File: src/verilog/sprw_defines.svh
`ifndef SPRW_DEFINES_SVH
`define SPRW_DEFINES_SVH

// word layout, four byte lanes per word
`define SPRW_LANES  4
`define SPRW_BYTE_W 8
`define SPRW_LANE_W 16
`define SPRW_WORD_W 32

// op1 flag bits, arithmetic group only
`define SPRW_OP1_UNS_BIT 4
`define SPRW_OP1_SAT_BIT 3
// op1 bits 4..3 of the logic group
`define SPRW_OP1_LOGIC   2'b11

// op1 function select, bits 2..0
`define SPRW_FN_PASS 3'b000
`define SPRW_FN_ADD  3'b001
`define SPRW_FN_SUB  3'b010
`define SPRW_FN_MOVE 3'b011
`define SPRW_FN_MAX  3'b101
`define SPRW_FN_MIN  3'b110

// logic group select, bits 2..0
`define SPRW_LOG_AND  3'b111
`define SPRW_LOG_OR   3'b000
`define SPRW_LOG_XOR  3'b001
`define SPRW_LOG_NAND 3'b010
`define SPRW_LOG_NOR  3'b011
`define SPRW_LOG_XNOR 3'b100

// op2 reduction codes
`define SPRW_OP2_NONE 3'b000
`define SPRW_OP2_SSUM 3'b001
`define SPRW_OP2_SMAX 3'b010
`define SPRW_OP2_SMIN 3'b011
`define SPRW_OP2_XOR  3'b100
`define SPRW_OP2_USUM 3'b101
`define SPRW_OP2_UMAX 3'b110
`define SPRW_OP2_UMIN 3'b111
`define SPRW_OP2_UNS_BIT 2

// saturation limits
`define SPRW_SMAX 127
`define SPRW_SMIN (-128)
`define SPRW_UMAX 255
`define SPRW_UMIN 0

`endif

File: src/verilog/sprw_pkg.sv
`default_nettype none

`include "sprw_defines.svh"

package sprw_pkg;

    typedef logic [`SPRW_BYTE_W-1:0]             byte_t;
    typedef logic [`SPRW_LANE_W-1:0]             lane_t;
    typedef logic [`SPRW_WORD_W-1:0]             word_t;
    // four lane results, lane 0 in the low bits
    typedef logic [`SPRW_LANES*`SPRW_LANE_W-1:0] lanes_t;

    typedef enum logic [3:0] {
        LANE_PASS = 4'd0,
        LANE_ADD  = 4'd1,
        LANE_SUB  = 4'd2,
        LANE_MOVE = 4'd3,
        LANE_MAX  = 4'd4,
        LANE_MIN  = 4'd5,
        LANE_AND  = 4'd6,
        LANE_OR   = 4'd7,
        LANE_XOR  = 4'd8,
        LANE_NAND = 4'd9,
        LANE_NOR  = 4'd10,
        LANE_XNOR = 4'd11
    } lane_fn_t;

    typedef enum logic [2:0] {
        RED_NONE = 3'd0,
        RED_SUM  = 3'd1,
        RED_MAX  = 3'd2,
        RED_MIN  = 3'd3,
        RED_XOR  = 3'd4
    } red_fn_t;

endpackage

`default_nettype wire

File: src/verilog/sprw_lane_op_if.sv
`timescale 1ns/1ps
`default_nettype none

// decoded operation, decode stage to lane stage
interface sprw_lane_op_if import sprw_pkg::*; ();

    logic     valid;
    word_t    ra;
    word_t    rb;
    lane_fn_t lane_fn;
    logic     sign;
    logic     sat;
    red_fn_t  red_fn;
    logic     red_sign;

    modport src (output valid, ra, rb, lane_fn, sign, sat, red_fn, red_sign);
    modport dst (input  valid, ra, rb, lane_fn, sign, sat, red_fn, red_sign);

endinterface

`default_nettype wire

File: src/verilog/sprw_lane_res_if.sv
`timescale 1ns/1ps
`default_nettype none

// lane results and reduction controls, lane stage to reduce stage
interface sprw_lane_res_if import sprw_pkg::*; ();

    logic    valid;
    lanes_t  lanes;
    red_fn_t red_fn;
    logic    red_sign;
    // saturation also clips the reduction sum
    logic    sat;

    modport src (output valid, lanes, red_fn, red_sign, sat);
    modport dst (input  valid, lanes, red_fn, red_sign, sat);

endinterface

`default_nettype wire

File: src/verilog/sprw_decode.sv
`timescale 1ns/1ps
`default_nettype none

`include "sprw_defines.svh"

module sprw_decode import sprw_pkg::*; (
    input  logic       clk,
    input  logic       rstn,
    input  logic       in_valid,
    input  word_t      ra,
    input  word_t      rb,
    input  logic [4:0] op1,
    input  logic [2:0] op2,
    sprw_lane_op_if.src lop
);

    logic     logic_grp;
    lane_fn_t lane_fn;
    red_fn_t  red_fn;
    logic     sign;
    logic     sat;

    assign logic_grp = (op1[4:3] == `SPRW_OP1_LOGIC);

    always_comb begin
        lane_fn = LANE_PASS;
        if (logic_grp) begin
            case (op1[2:0])
                `SPRW_LOG_AND:  lane_fn = LANE_AND;
                `SPRW_LOG_OR:   lane_fn = LANE_OR;
                `SPRW_LOG_XOR:  lane_fn = LANE_XOR;
                `SPRW_LOG_NAND: lane_fn = LANE_NAND;
                `SPRW_LOG_NOR:  lane_fn = LANE_NOR;
                `SPRW_LOG_XNOR: lane_fn = LANE_XNOR;
                default:        lane_fn = LANE_PASS;
            endcase
        end else begin
            case (op1[2:0])
                `SPRW_FN_ADD:  lane_fn = LANE_ADD;
                `SPRW_FN_SUB:  lane_fn = LANE_SUB;
                `SPRW_FN_MOVE: lane_fn = LANE_MOVE;
                `SPRW_FN_MAX:  lane_fn = LANE_MAX;
                `SPRW_FN_MIN:  lane_fn = LANE_MIN;
                // pass and the unused codes
                default:       lane_fn = LANE_PASS;
            endcase
        end
    end

    // pass and move take their sign from the reduction code
    always_comb begin
        if (logic_grp)
            sign = 1'b0;
        else if (lane_fn == LANE_PASS || lane_fn == LANE_MOVE)
            sign = ~op2[`SPRW_OP2_UNS_BIT] && (op2 != `SPRW_OP2_NONE);
        else
            sign = ~op1[`SPRW_OP1_UNS_BIT];
    end

    assign sat = ~logic_grp & op1[`SPRW_OP1_SAT_BIT];

    always_comb begin
        case (op2)
            `SPRW_OP2_SSUM, `SPRW_OP2_USUM: red_fn = RED_SUM;
            `SPRW_OP2_SMAX, `SPRW_OP2_UMAX: red_fn = RED_MAX;
            `SPRW_OP2_SMIN, `SPRW_OP2_UMIN: red_fn = RED_MIN;
            `SPRW_OP2_XOR:                  red_fn = RED_XOR;
            default:                        red_fn = RED_NONE;
        endcase
    end

    always_ff @(posedge clk) begin
        if (!rstn)
            lop.valid <= 1'b0;
        else
            lop.valid <= in_valid;
    end

    always_ff @(posedge clk) begin
        lop.ra       <= ra;
        lop.rb       <= rb;
        lop.lane_fn  <= lane_fn;
        lop.sign     <= sign;
        lop.sat      <= sat;
        lop.red_fn   <= red_fn;
        lop.red_sign <= ~op2[`SPRW_OP2_UNS_BIT];
    end

endmodule

`default_nettype wire

File: src/verilog/sprw_lane_alu.sv
`timescale 1ns/1ps
`default_nettype none

`include "sprw_defines.svh"

module sprw_lane_alu import sprw_pkg::*; (
    input  logic clk,
    input  logic rstn,
    sprw_lane_op_if.dst  lop,
    sprw_lane_res_if.src lres
);

    // two guard bits hold any byte sum or difference
    typedef logic signed [`SPRW_BYTE_W+1:0] wide_t;

    lanes_t lanes_nxt;

    function automatic lane_t ext_byte(input byte_t x, input logic sign);
        return {{(`SPRW_LANE_W-`SPRW_BYTE_W){sign & x[`SPRW_BYTE_W-1]}}, x};
    endfunction

    // full precision value, clipped only when sat is set
    function automatic lane_t clip_lane(input wide_t v, input logic sign, input logic sat);
        logic signed [`SPRW_LANE_W-1:0] w;
        w = {{(`SPRW_LANE_W-`SPRW_BYTE_W-2){v[`SPRW_BYTE_W+1]}}, v};
        if (sat && sign) begin
            if (w > `SPRW_SMAX)
                w = lane_t'(`SPRW_SMAX);
            else if (w < `SPRW_SMIN)
                w = lane_t'(`SPRW_SMIN);
        end else if (sat) begin
            if (w > `SPRW_UMAX)
                w = lane_t'(`SPRW_UMAX);
            else if (w < `SPRW_UMIN)
                w = lane_t'(`SPRW_UMIN);
        end
        return lane_t'(w);
    endfunction

    function automatic lane_t lane_calc(input byte_t a, input byte_t b, input lane_fn_t fn,
                                        input logic sign, input logic sat);
        wide_t ea;
        wide_t eb;
        logic  gt;
        lane_t z;
        ea = {{2{sign & a[`SPRW_BYTE_W-1]}}, a};
        eb = {{2{sign & b[`SPRW_BYTE_W-1]}}, b};
        gt = (ea > eb);
        case (fn)
            LANE_ADD:  z = clip_lane(ea + eb, sign, sat);
            LANE_SUB:  z = clip_lane(ea - eb, sign, sat);
            LANE_MOVE: z = ext_byte(b, sign);
            LANE_MAX:  z = ext_byte(gt ? a : b, sign);
            LANE_MIN:  z = ext_byte(gt ? b : a, sign);
            // logic results are never sign extended
            LANE_AND:  z = ext_byte(a & b, 1'b0);
            LANE_OR:   z = ext_byte(a | b, 1'b0);
            LANE_XOR:  z = ext_byte(a ^ b, 1'b0);
            LANE_NAND: z = ext_byte(~(a & b), 1'b0);
            LANE_NOR:  z = ext_byte(~(a | b), 1'b0);
            LANE_XNOR: z = ext_byte(~(a ^ b), 1'b0);
            default:   z = ext_byte(a, sign);
        endcase
        return z;
    endfunction

    always_comb begin
        for (int i = 0; i < `SPRW_LANES; i++) begin
            lanes_nxt[i*`SPRW_LANE_W +: `SPRW_LANE_W] = lane_calc(
                lop.ra[i*`SPRW_BYTE_W +: `SPRW_BYTE_W],
                lop.rb[i*`SPRW_BYTE_W +: `SPRW_BYTE_W],
                lop.lane_fn, lop.sign, lop.sat);
        end
    end

    always_ff @(posedge clk) begin
        if (!rstn)
            lres.valid <= 1'b0;
        else
            lres.valid <= lop.valid;
    end

    // reduction controls follow their lanes
    always_ff @(posedge clk) begin
        lres.lanes    <= lanes_nxt;
        lres.red_fn   <= lop.red_fn;
        lres.red_sign <= lop.red_sign;
        lres.sat      <= lop.sat;
    end

endmodule

`default_nettype wire

File: src/verilog/sprw_reduce.sv
`timescale 1ns/1ps
`default_nettype none

`include "sprw_defines.svh"

module sprw_reduce import sprw_pkg::*; (
    input  logic  clk,
    input  logic  rstn,
    sprw_lane_res_if.dst lres,
    output logic  out_valid,
    output word_t result
);

    localparam int VAL_W = `SPRW_LANE_W + 1;
    // room for four 16-bit lanes, signed or unsigned
    localparam int ACC_W = `SPRW_LANE_W + 3;

    logic signed [VAL_W-1:0] v;
    logic signed [VAL_W-1:0] vmax;
    logic signed [VAL_W-1:0] vmin;
    logic signed [ACC_W-1:0] acc;
    byte_t                   xr;
    word_t                   pk;
    word_t                   sum_w;
    word_t                   red_res;

    always_comb begin
        acc  = '0;
        xr   = '0;
        pk   = '0;
        vmax = '0;
        vmin = '0;
        for (int i = 0; i < `SPRW_LANES; i++) begin
            v = {lres.red_sign & lres.lanes[(i+1)*`SPRW_LANE_W-1],
                 lres.lanes[i*`SPRW_LANE_W +: `SPRW_LANE_W]};
            acc = acc + v;
            if (i == 0 || v > vmax)
                vmax = v;
            if (i == 0 || v < vmin)
                vmin = v;
            xr = xr ^ lres.lanes[i*`SPRW_LANE_W +: `SPRW_BYTE_W];
            pk[i*`SPRW_BYTE_W +: `SPRW_BYTE_W] = lres.lanes[i*`SPRW_LANE_W +: `SPRW_BYTE_W];
        end
    end

    // sum clips to byte limits, not lane limits
    always_comb begin
        sum_w = {{(`SPRW_WORD_W-ACC_W){acc[ACC_W-1]}}, acc};
        if (lres.sat && lres.red_sign) begin
            if (acc > `SPRW_SMAX)
                sum_w = word_t'(`SPRW_SMAX);
            else if (acc < `SPRW_SMIN)
                sum_w = word_t'(`SPRW_SMIN);
        end else if (lres.sat) begin
            if (acc > `SPRW_UMAX)
                sum_w = word_t'(`SPRW_UMAX);
            else if (acc < `SPRW_UMIN)
                sum_w = word_t'(`SPRW_UMIN);
        end
    end

    always_comb begin
        case (lres.red_fn)
            RED_SUM: red_res = sum_w;
            RED_MAX: red_res = {{(`SPRW_WORD_W-VAL_W){vmax[VAL_W-1]}}, vmax};
            RED_MIN: red_res = {{(`SPRW_WORD_W-VAL_W){vmin[VAL_W-1]}}, vmin};
            RED_XOR: red_res = {{(`SPRW_WORD_W-`SPRW_BYTE_W){1'b0}}, xr};
            default: red_res = pk;
        endcase
    end

    // result holds between operations
    always_ff @(posedge clk) begin
        if (!rstn) begin
            out_valid <= 1'b0;
            result    <= '0;
        end else begin
            out_valid <= lres.valid;
            if (lres.valid)
                result <= red_res;
        end
    end

endmodule

`default_nettype wire

File: src/verilog/sprw_top.sv
`timescale 1ns/1ps
`default_nettype none

module sprw_top import sprw_pkg::*; (
    input  logic       clk,
    input  logic       rstn,
    input  logic       in_valid,
    input  word_t      ra,
    input  word_t      rb,
    input  logic [4:0] op1,
    input  logic [2:0] op2,
    output logic       out_valid,
    output word_t      result
);

    sprw_lane_op_if  lop ();
    sprw_lane_res_if lres ();

    // stage 1, operand and opcode register
    sprw_decode sprw_decode_i (
        .clk      (clk),
        .rstn     (rstn),
        .in_valid (in_valid),
        .ra       (ra),
        .rb       (rb),
        .op1      (op1),
        .op2      (op2),
        .lop      (lop.src)
    );

    // stage 2, per lane execution
    sprw_lane_alu sprw_lane_alu_i (
        .clk  (clk),
        .rstn (rstn),
        .lop  (lop.dst),
        .lres (lres.src)
    );

    // stage 3, horizontal reduction
    sprw_reduce sprw_reduce_i (
        .clk       (clk),
        .rstn      (rstn),
        .lres      (lres.dst),
        .out_valid (out_valid),
        .result    (result)
    );

endmodule

`default_nettype wire

File: config.mk
export PLATFORM = sky130hd
export DESIGN_NAME = sprw_top
export DESIGN_NICKNAME = d
export VERILOG_FILES = /design/src/verilog/sprw_pkg.sv /design/src/verilog/sprw_lane_op_if.sv /design/src/verilog/sprw_lane_res_if.sv /design/src/verilog/sprw_decode.sv /design/src/verilog/sprw_lane_alu.sv /design/src/verilog/sprw_reduce.sv /design/src/verilog/sprw_top.sv
export VERILOG_INCLUDE_DIRS = /design/src /design/src/verilog
export SDC_FILE = /design/constraint.sdc
export NUM_CORES = 1
export LEC_CHECK = 0
export BUFFER_PORTS_ARGS = -buffer_cell sky130_fd_sc_hd__buf_2
export CAP_MARGIN = 10
export CORE_MARGIN = 8
export CORE_UTILIZATION = 55
export CTS_BUF_LIST = sky130_fd_sc_hd__clkbuf_8
export DETAILED_ROUTE_END_ITERATION = 7
export GPL_ROUTABILITY_DRIVEN = 0
export PLACE_DENSITY = 0.8
export SYNTH_ARGS = -nofsm -noshare
export SYNTH_HDL_FRONTEND = slang
export SYNTH_SLANG_ARGS = --single-unit
File: constraint.sdc
create_clock -name clk -period 7 [get_ports clk]
set_input_delay 2.1 -clock clk [delete_from_list [all_inputs] [get_ports clk]]
set_output_delay 2.1 -clock clk [all_outputs]
set_load 0.03 [all_outputs]
## Word-level counts from Yosys, hierarchy flattened

Cells that the tools add are included.

- Div/mod/pow operators: 0
- Mux-type cells: 78
- Magnitude comparators: 46
- Shifts and indexed selects: 0
- Reduce and logical (&&, ||, !) cells: 10
- Bitwise gates (word level): 51
- Multiply operators: 0
- Equality and inequality tests: 31
- Add/sub/neg operators: 11

Operator list:

| operator | count |
|---|---|
| 16-bit 2-to-1 mux | 48 |
| 16-bit case mux with 11 select lines | 4 |
| 32-bit 2-to-1 mux | 6 |
| 32-bit case mux with 4 select lines | 1 |
| 17-bit 2-to-1 mux | 6 |
| 8-bit inverter | 12 |
| 10-bit by 8-bit greater-than comparator with 1-bit output (second input constant) | 8 |
| 10-bit by 9-bit greater-than comparator with 1-bit output (second input constant) | 8 |
| 10-bit by 1-bit < comparator with 1-bit output (second input constant) | 8 |
| 10-bit by 8-bit < comparator with 1-bit output (second input constant) | 8 |
| 8-bit 2-to-1 mux | 8 |
| 8-bit bitwise XOR | 7 |
| 17-bit greater-than comparator | 3 |
| 17-bit < comparator | 3 |
| 9-bit by 9-bit adder with 10-bit output | 4 |
| 9-bit by 9-bit subtractor with 10-bit output | 4 |
| 9-bit greater-than comparator | 4 |
| 8-bit bitwise AND | 4 |
| 8-bit OR | 4 |
| 3-bit == test (second input constant) | 9 |
| 4-bit case mux with 6 select lines | 1 |
| 1-bit bitwise AND | 21 |
| 18-bit by 17-bit adder with 19-bit output | 1 |
| 19-bit by 17-bit adder with 19-bit output | 1 |
| other kinds (23) | 44 |

- Output and inout bits: 33
- Memories kept: 0
- Word-level logic and storage cells: 242
- Bits in read-only memories: 0
- Register bits after elaboration: 178
- RAM bits: 0
- Bits in latches: 0

## Logic depth before layout (Yosys ltp)

Gate-level depths: netlist (run 1).

- Word-level depth: 10
- Gate-level depth with buffers: 33
- Depth with buffers taken out: 28

## Cells and area by module

A second synthesis (run 1) with hierarchy kept.

- Cell total of the unflattened synthesis: 2476
- Area total of the unflattened synthesis: 19023.2 um^2

By module, submodules not included:

| module | times used | seq. area each (um^2) | cells each | area an instance (um^2) |
|---|---|---|---|---|
| sprw_lane_alu | 1 | 920.9 | 1488 | 10457.5 |
| sprw_reduce | 1 | 660.6 | 883 | 6860.3 |
| sprw_decode | 1 | 1501.4 | 105 | 1705.4 |

## Worst setup path before layout (run 1)

No wires, ideal clock.

- Kind: reg2reg
- Start point: register sprw_lane_alu_i.lres.lanes[15]
- End point: register sprw_reduce_i.result[20]
- Setup time: 0.070 ns
- Path buffers: 4
- Setup slack: 0.734 ns
- Arrival time: 6.196 ns
- Cell stages (with the launch flop): 31
- Clock period less this slack: 6.266 ns
- Required time: 6.930 ns
- Cell sequence: dfxtp_1 inv_1 ha_1 nand3_1 nor3_1 a221oi_1 a31o_2 buf_4 buf_2 mux2i_1 ha_1 a21oi_1 a21oi_1 a311oi_1 or2_2 a21boi_1 clkbuf_1 nand2_1 o21ai_0 ha_1 a21oi_1 o21ai_0 a22oi_1 a21o_1 nand3b_1 o32ai_1 or3_1 a221oi_4 a211oi_2 buf_4 a21oi_1

- Longest elaborated chain between the ends: 10
- Elaborated cells between the ends (all ways): 27
- Classes of those cells: add/sub: 3; order compare: 10; mux: 13; bitwise: 1

Ends and longest elaborated chain:

| what | line | source |
|---|---|---|
| start, declared | sprw_lane_res_if.sv:14 | `modport src (output valid, lanes, red_fn, red_sign, sat);` |
| start signal, assigned | sprw_lane_alu.sv:85 | `lres.lanes <= lanes_nxt;` |
| 1-bit bitwise AND | sprw_reduce.sv:34 | `` v = {lres.red_sign & lres.lanes[(i+1)*`SPRW_LANE_W-1], `` |
| 17-bit by 17-bit adder with 18-bit output | sprw_reduce.sv:36 | `acc = acc + v;` |
| 18-bit by 17-bit adder with 19-bit output | sprw_reduce.sv:36 |  |
| 19-bit by 17-bit adder with 19-bit output | sprw_reduce.sv:36 |  |
| 19-bit by 1-bit < comparator with 1-bit output (no line) | -- |  |
| 32-bit 2-to-1 mux | sprw_reduce.sv:57 | `` else if (acc < `SPRW_UMIN) `` |
| 32-bit 2-to-1 mux | sprw_reduce.sv:55 | `` if (acc > `SPRW_UMAX) `` |
| 32-bit 2-to-1 mux | sprw_reduce.sv:54 | `end else if (lres.sat) begin` |
| 32-bit 2-to-1 mux | sprw_reduce.sv:49 | `if (lres.sat && lres.red_sign) begin` |
| 32-bit case mux with 4 select lines (*) | sprw_reduce.sv:63 | `case (lres.red_fn)` |
| end signal, assigned | sprw_reduce.sv:80 | `result <= red_res;` |
| end, declared | sprw_reduce.sv:11 | `output word_t result` |

Every way passes the cells marked *; elsewhere a longest branch is shown, timed or not.
A chain may end at the register's enable or synchronous reset.

## Worst setup path in the final report (run 1)

- Start point: register sprw_lane_alu_i.lres.lanes[19]
- End point: register sprw_reduce_i.result[16]

- Longest elaborated chain between the ends: 9
- Elaborated cells between the ends (all ways): 26
- Classes of those cells: add/sub: 3; order compare: 10; mux: 13

Ends and longest elaborated chain:

| what | line |
|---|---|
| 17-bit by 17-bit adder with 18-bit output | sprw_reduce.sv:36 |
| 18-bit by 17-bit adder with 19-bit output | sprw_reduce.sv:36 |
| 19-bit by 17-bit adder with 19-bit output | sprw_reduce.sv:36 |
| 19-bit by 1-bit < comparator with 1-bit output (no line) | -- |
| 32-bit 2-to-1 mux | sprw_reduce.sv:57 |
| 32-bit 2-to-1 mux | sprw_reduce.sv:55 |
| 32-bit 2-to-1 mux | sprw_reduce.sv:54 |
| 32-bit 2-to-1 mux | sprw_reduce.sv:49 |
| 32-bit case mux with 4 select lines (*) | sprw_reduce.sv:63 |

Marks and branches as above.

==> results of run 1 <==
==> path summary, 6_finish.rpt <==
path / to / cells after the start
hold reg to reg: sprw_lane_alu_i.lres.red_fn[0]$_DFF_P_ / 0
setup / recovery: sprw_reduce_i.result[16]$_SDFFE_PN0P_ / 29
setup reg to reg: sprw_reduce_i.result[16]$_SDFFE_PN0P_ / 29
hold / removal: sprw_lane_alu_i.lres.red_fn[0]$_DFF_P_ / 0
==> flip-flops by register name, summed over array words and instances (netlist names) <==
signal                         cells
sprw_decode_i.lop.valid            1
sprw_decode_i.lop.sat              1
sprw_lane_alu_i.lres.lanes        40
sprw_decode_i.lop.red_fn           3
sprw_decode_i.lop.ra              32
sprw_lane_alu_i.lres.red_fn        3
sprw_decode_i.lop.sign             1
sprw_decode_i.lop.red_sign         1
sprw_decode_i.lop.lane_fn          4
sprw_lane_alu_i.lres.sat           1
sprw_lane_alu_i.lres.valid         1
sprw_decode_i.lop.rb              32
sprw_reduce_i.result              32
sprw_lane_alu_i.lres.red_sign      1
sprw_reduce_i.out_valid            1
==> cell type report <==
type	instances	area, µm²	area share [%]
well taps	384	480	2.81
repair buffers	142	798	4.67
multi-input cells	1643	11700	68.7
inverters	155	583	3.41
clock buffers	17	234	1.37
diodes	2	5.00	0.0293
flip-flops and latches	154	3090	18.1
clock inverters	15	155	0.908
==> cells by family after synthesis <==
family / count (synthesis) / synth area share [%]
multiplexers: 37 / 2.42
flip-flops: 154 / 19.6
buffers and inverters: 263 / 6.46
XOR/XNOR: 78 / 4.33
AND/OR/NAND/NOR: 560 / 16.9
AO/OA/AOI/OAI: 748 / 31.4
adder cells (fa/ha/maj): 219 / 18.9
==> cell usage after synthesis, types with 37 or more instances <==
library cell / number / area, µm²
a21oi_1: 168 / 841
clkbuf_1: 85 / 319
dfxtp_1: 154 / 3080
ha_1: 187 / 2340
inv_1: 152 / 571
nand2_1: 183 / 687
nand3_1: 40 / 200
nor2_1: 144 / 541
nor3_1: 39 / 195
o211ai_1: 40 / 300
o21ai_0: 202 / 1010
xnor2_1: 41 / 359
xor2_1: 37 / 324
==> cell usage in the layout (no fill, tap or decap), types with 13 or more instances in the layout <==
cell type and n:
a221oi_1 20, a211oi_1 22, xor2_1 37, nand4_1 15, a21o_1 24, nor2_1 143, o22ai_1 13, a31oi_1 29
buf_4 35, o21ai_0 200, ha_1 186, nor4_1 13, nand2_1 183, o211ai_1 40, dfxtp_1 151, inv_1 152
o221ai_1 14, o21a_1 20, xnor2_1 41, mux2i_1 26, buf_2 107, nand3_1 40, a21oi_1 168, fa_1 32
nor2b_1 14, a221o_1 14, nand2b_1 26, nor3_1 37, clkbuf_8 17, or3_1 15
==> timing repair <==
item	in CTS	in global routing
buffers inserted	0	5
endpoints found under the setup margin	0	32
gates resized for setup	0	16
==> where the power goes <==
part | internal, W | switching (W) | total (W)
logic | 0.00183 | 0.00293 | 0.00475
clock network | 0.000293 | 0.000409 | 0.000702
registers | 0.000984 | 0.000226 | 0.00121
total | 0.00310 | 0.00356 | 0.00667
==> per-layer routing <==
layer  global-route usage [%]  vias up  part of all wire [%]
met5                        0        -                     0
met4                     20.3        0                   7.3
met3                     7.79      330                    12
met2                     48.3     1200                    43
met1                     37.6     7886                    37
li1                         -     7660                     -
==> stage by stage <==
step	utilization (%)	setup slack [ps]	power, W
after global routing	60.0	-18.7	0.00711
after CTS	59.7	62.1	0.00641
after detailed placement	58.3	127	0.00569
final	60.0	233	0.00667
after floorplan	-	734	0.00447
after global placement	58.3	436	0.00552
==> metrics, run 1 <==
layout cell share with drive strength beyond 1=11.2%; DRC=0; DR pass1 iterations=8; max incr delay on CP=570 ps; fmax=148 MHz; htree depth=4; worst-case clock buffer depth=2; Avg Inst Size Synth=7.66 µm²; CP Launch Point=sprw_lane_alu_i.lres.lanes[19]$_DFF_P_; GR Overflow Total=0; setup TNS=0 ps; Cells after Synth=2,059; final setup vio count=0; total vias in the final route=17,100; port buffer count=107; status=finished, final reports clean; fin area=17,100 µm²; CTS Sinks=154; row count=62; Core ar.=28,500 µm²; pin count of the biggest net entering global routing=55; Worst EP required=7380 ps; Slew Viols, Final=0; hold slack=335 ps; Max FO, Critical Path=12; Startpoint Class=flop; Crit. End Element=flop; Non-Filler Instances=2,512; Area Overhead vs Synth=8.40%; Post-Syn Area=15,800 µm²; r2r setup slk=230 ps; Starting Density=55.4%; number of global-route vias before repair=16,000; Hold Vio Cnt, Final=0; warning count from the yosys run=0; vias per cell=6.80; Slowest cell on crit path=dfxtp_1; nets=2,407; Synth async-reset ratio=0%; I/O pin total=108; pwr/cell area=390 nW/µm²; Top delay family on crit path=compound AO/OA/AOI/OAI gates; CP arrival=7150 ps; GR Util All Layers=31.0%; slew margin rel.=24.9%; wire length per cell=21.8 µm; global-route wire length before repair=84.8 mm; placed wire-length estimate=40.6 mm; syn_nets=2,353; Root Driver=clkbuf_8; Reg clk slew, reported paths=100 ps; sequential cell area fraction in the yosys report=19.6%; number of nets with antenna violations after routing=0; Tightest Pin Transition=1110 ps; chip height=185 µm; Detailed Route WL=54.9 mm; EDFF count, synth=0; Placed Cells incl. Taps=2,472; CTS tree=yes; hold_buf cts=0; Clock Skews=19.6 ps; area of placed instances=16,600 µm²; CTS buffer count=17; maxcap violations=0; HP Start=sprw_decode_i.lop.red_fn[0]$_DFF_P_; fin crit period=6770 ps; Synth cell types=92; top_reg_cell synth=dfxtp_1; worst setup path category=reg2reg; WP buf/inv=3; initial antenna violation count=2; initial DRC count=2,456; worst hold path type=reg2reg; r2r startpoint=sprw_lane_alu_i.lres.lanes[19]$_DFF_P_; Leak Pwr=7.40 nW; FILL cells=2,475; Yosys reg bits=154; Tcrit/Tclk final=96.7%; worst-skew pair later-pin latency=510 ps; VDD IR max=0.247 mV; die area=34,300 µm²; die width=185 µm
(Power assumes the default switching activity.)
==> run 2, diff against run 1 <==
Settings changed: MAX_ROUTING_LAYER set to met4.
==> run 2 against run 1 <==
- total power rose by 0.17%
- maximum frequency is 0.17% higher
- clock skew fell by 2.3 ps
- wire length is 0.11% higher
- final area did not move
- core utilization unchanged
- via count decreased by 0.44%
- critical path depth did not move
- setup slack gained 12 ps
- clock power is essentially flat
- hold slack is essentially flat
- combinational power is essentially flat
- critical endpoint is now sprw_reduce_i.result[13]$_SDFFE_PN0P_
- largest power group unchanged
==> metrics, run 2 (synthesis results as in run 1) <==
row count=62; I/O pin total=108; final setup vio count=0; met3 usage=7.02%; FILL cells=2,475; Tightest Pin Transition=1170 ps; VDD IR max=0.247 mV; Top delay family on crit path=compound AO/OA/AOI/OAI gates; nets=2,407; Root Driver=clkbuf_8; global-route wire length before repair=84.7 mm; area of placed instances=16,600 µm²; initial antenna violation count=2; CTS Sinks=154; Area Overhead vs Synth=8.40%; Tcrit/Tclk final=96.5%; port buffer count=107; FF-to-FF End=sprw_reduce_i.result[13]$_SDFFE_PN0P_; pwr/cell area=391 nW/µm²; fin area=17,100 µm²; Max FO, Critical Path=12; Most flops, register=sprw_lane_alu_i.lres.lanes; pin count of the biggest net entering global routing=55; crit path to=sprw_reduce_i.result[13]$_SDFFE_PN0P_; number of nets with antenna violations after routing=0; CP Launch Point=sprw_lane_alu_i.lres.lanes[19]$_DFF_P_; most common library cell in the layout ignoring fill and taps=o21ai_0; GR Util All Layers=31.9%; setup TNS=0 ps; slew margin rel.=21.2%; GR Overflow Total=0; met2 Track Usage GR=48.9%; Worst EP required=7420 ps; fin crit period=6760 ps; Slew Viols, Final=0; met1 Usage GRT=37.8%; worst-case clock buffer depth=2; max incr delay on CP=570 ps; Register-to-Register Path Depth=29; Starting Density=55.4%; worst-skew pair later-pin latency=500 ps; Largest register FFs=40; Startpoint Class=flop; die area=34,300 µm²; worst hold path type=reg2reg; CP arrival=7180 ps; Core ar.=28,500 µm²; die width=185 µm; DRC=0; Slowest cell on crit path=dfxtp_1; register area=3090 µm²; worst setup path category=reg2reg; Detailed Route WL=54.9 mm; vias per cell=6.77; most frequent cells in the layout=o21ai_0, ha_1, nand2_1; htree depth=4; Multi-input gate area=11,700 µm²; r2r setup slk=240 ps; instance count on the critical path=29; initial DRC count=2,432; fmax=148 MHz; Leak Pwr=7.40 nW; hold_buf cts=0; status=finished, final reports clean; Clock Skews=17.3 ps; Reg clk slew, reported paths=100 ps; r2r startpoint=sprw_lane_alu_i.lres.lanes[19]$_DFF_P_; total vias in the final route=17,000; maxcap violations=0; CTS buffer count=17; busiest layer in global routing=met2; WP buf/inv=3; CTS tree=yes; Hold Vio Cnt, Final=0; layout cell share with drive strength beyond 1=11.2%; Crit. End Element=flop; placed wire-length estimate=40.6 mm; post-layout util=60.0%; DR pass1 iterations=7; number of global-route vias before repair=16,000; wire length per cell=21.9 µm; chip height=185 µm
run 2: worst min-delay path by stage:
stage                                        start                                endpoint  slack [ps]  depth (start not counted)
6_report       sprw_decode_i.lop.red_fn[0]$_DFF_P_  sprw_lane_alu_i.lres.red_fn[0]$_DFF_P_         330                          0
5_1_grt        sprw_decode_i.lop.red_fn[0]$_DFF_P_  sprw_lane_alu_i.lres.red_fn[0]$_DFF_P_         340                          0
4_1_cts        sprw_decode_i.lop.red_fn[0]$_DFF_P_  sprw_lane_alu_i.lres.red_fn[0]$_DFF_P_         340                          0
3_5_place_dp   sprw_decode_i.lop.red_fn[0]$_DFF_P_  sprw_lane_alu_i.lres.red_fn[0]$_DFF_P_         310                          0
3_3_place_gp   sprw_decode_i.lop.red_fn[1]$_DFF_P_  sprw_lane_alu_i.lres.red_fn[1]$_DFF_P_         310                          0
2_1_floorplan  sprw_decode_i.lop.red_fn[0]$_DFF_P_  sprw_lane_alu_i.lres.red_fn[0]$_DFF_P_         310                          0
run 2: metrics by stage:
stage               total power (W)  std cells  hold WS [ps]  setup slack, ps
finish                      0.00668       2512           335              245
global route                0.00711       2512           344            -26.1
CTS                         0.00641       2504           335             62.1
detailed placement          0.00569       2472           314              127
global placement            0.00552       2472           311              436
floorplan                   0.00447       2059           310              734
run 2: cell type report:
class | count | area share, %
inverters | 155 | 3.41
clock inverters | 15 | 0.908
flip-flops and latches | 154 | 18.1
diodes | 2 | 0.0293
multi-input cells | 1643 | 68.7
repair buffers | 142 | 4.67
clock buffers | 17 | 1.37
well taps | 384 | 2.81
run 2: routing by layer:
layer	vias to the layer above	share of wire (%)
met5	-	0
met2	1207	44
met4	0	7.0
li1	7653	-
met1	7826	37
met3	315	12
run 2: power breakdown:
part           internal [W]  total [W]  switching (W)  leakage [nW]
Sequential         0.000984    0.00121       0.000229          1.29
Combinational       0.00183    0.00476        0.00294          5.92
Clock              0.000293   0.000700       0.000407         0.192
run 2: worst reg2reg max path: cells and delay by family, from the launching register on:
| family | cells | cell delay, ps |
|---|---|---|
| AOI/OAI and AO/OA | 13 | 2880 |
| and+or+nand+nor | 8 | 1200 |
| adders and majority gates | 3 | 840 |
| buffers and inverters | 3 | 640 |
| muxes | 2 | 570 |
| DFF | 1 | 570 |
run 2: timing repair:
| action | in CTS | in global routing |
|---|---|---|
| setup endpoints to repair | 0 | 32 |
| setup buffers | 0 | 5 |
| resized for setup | 0 | 16 |
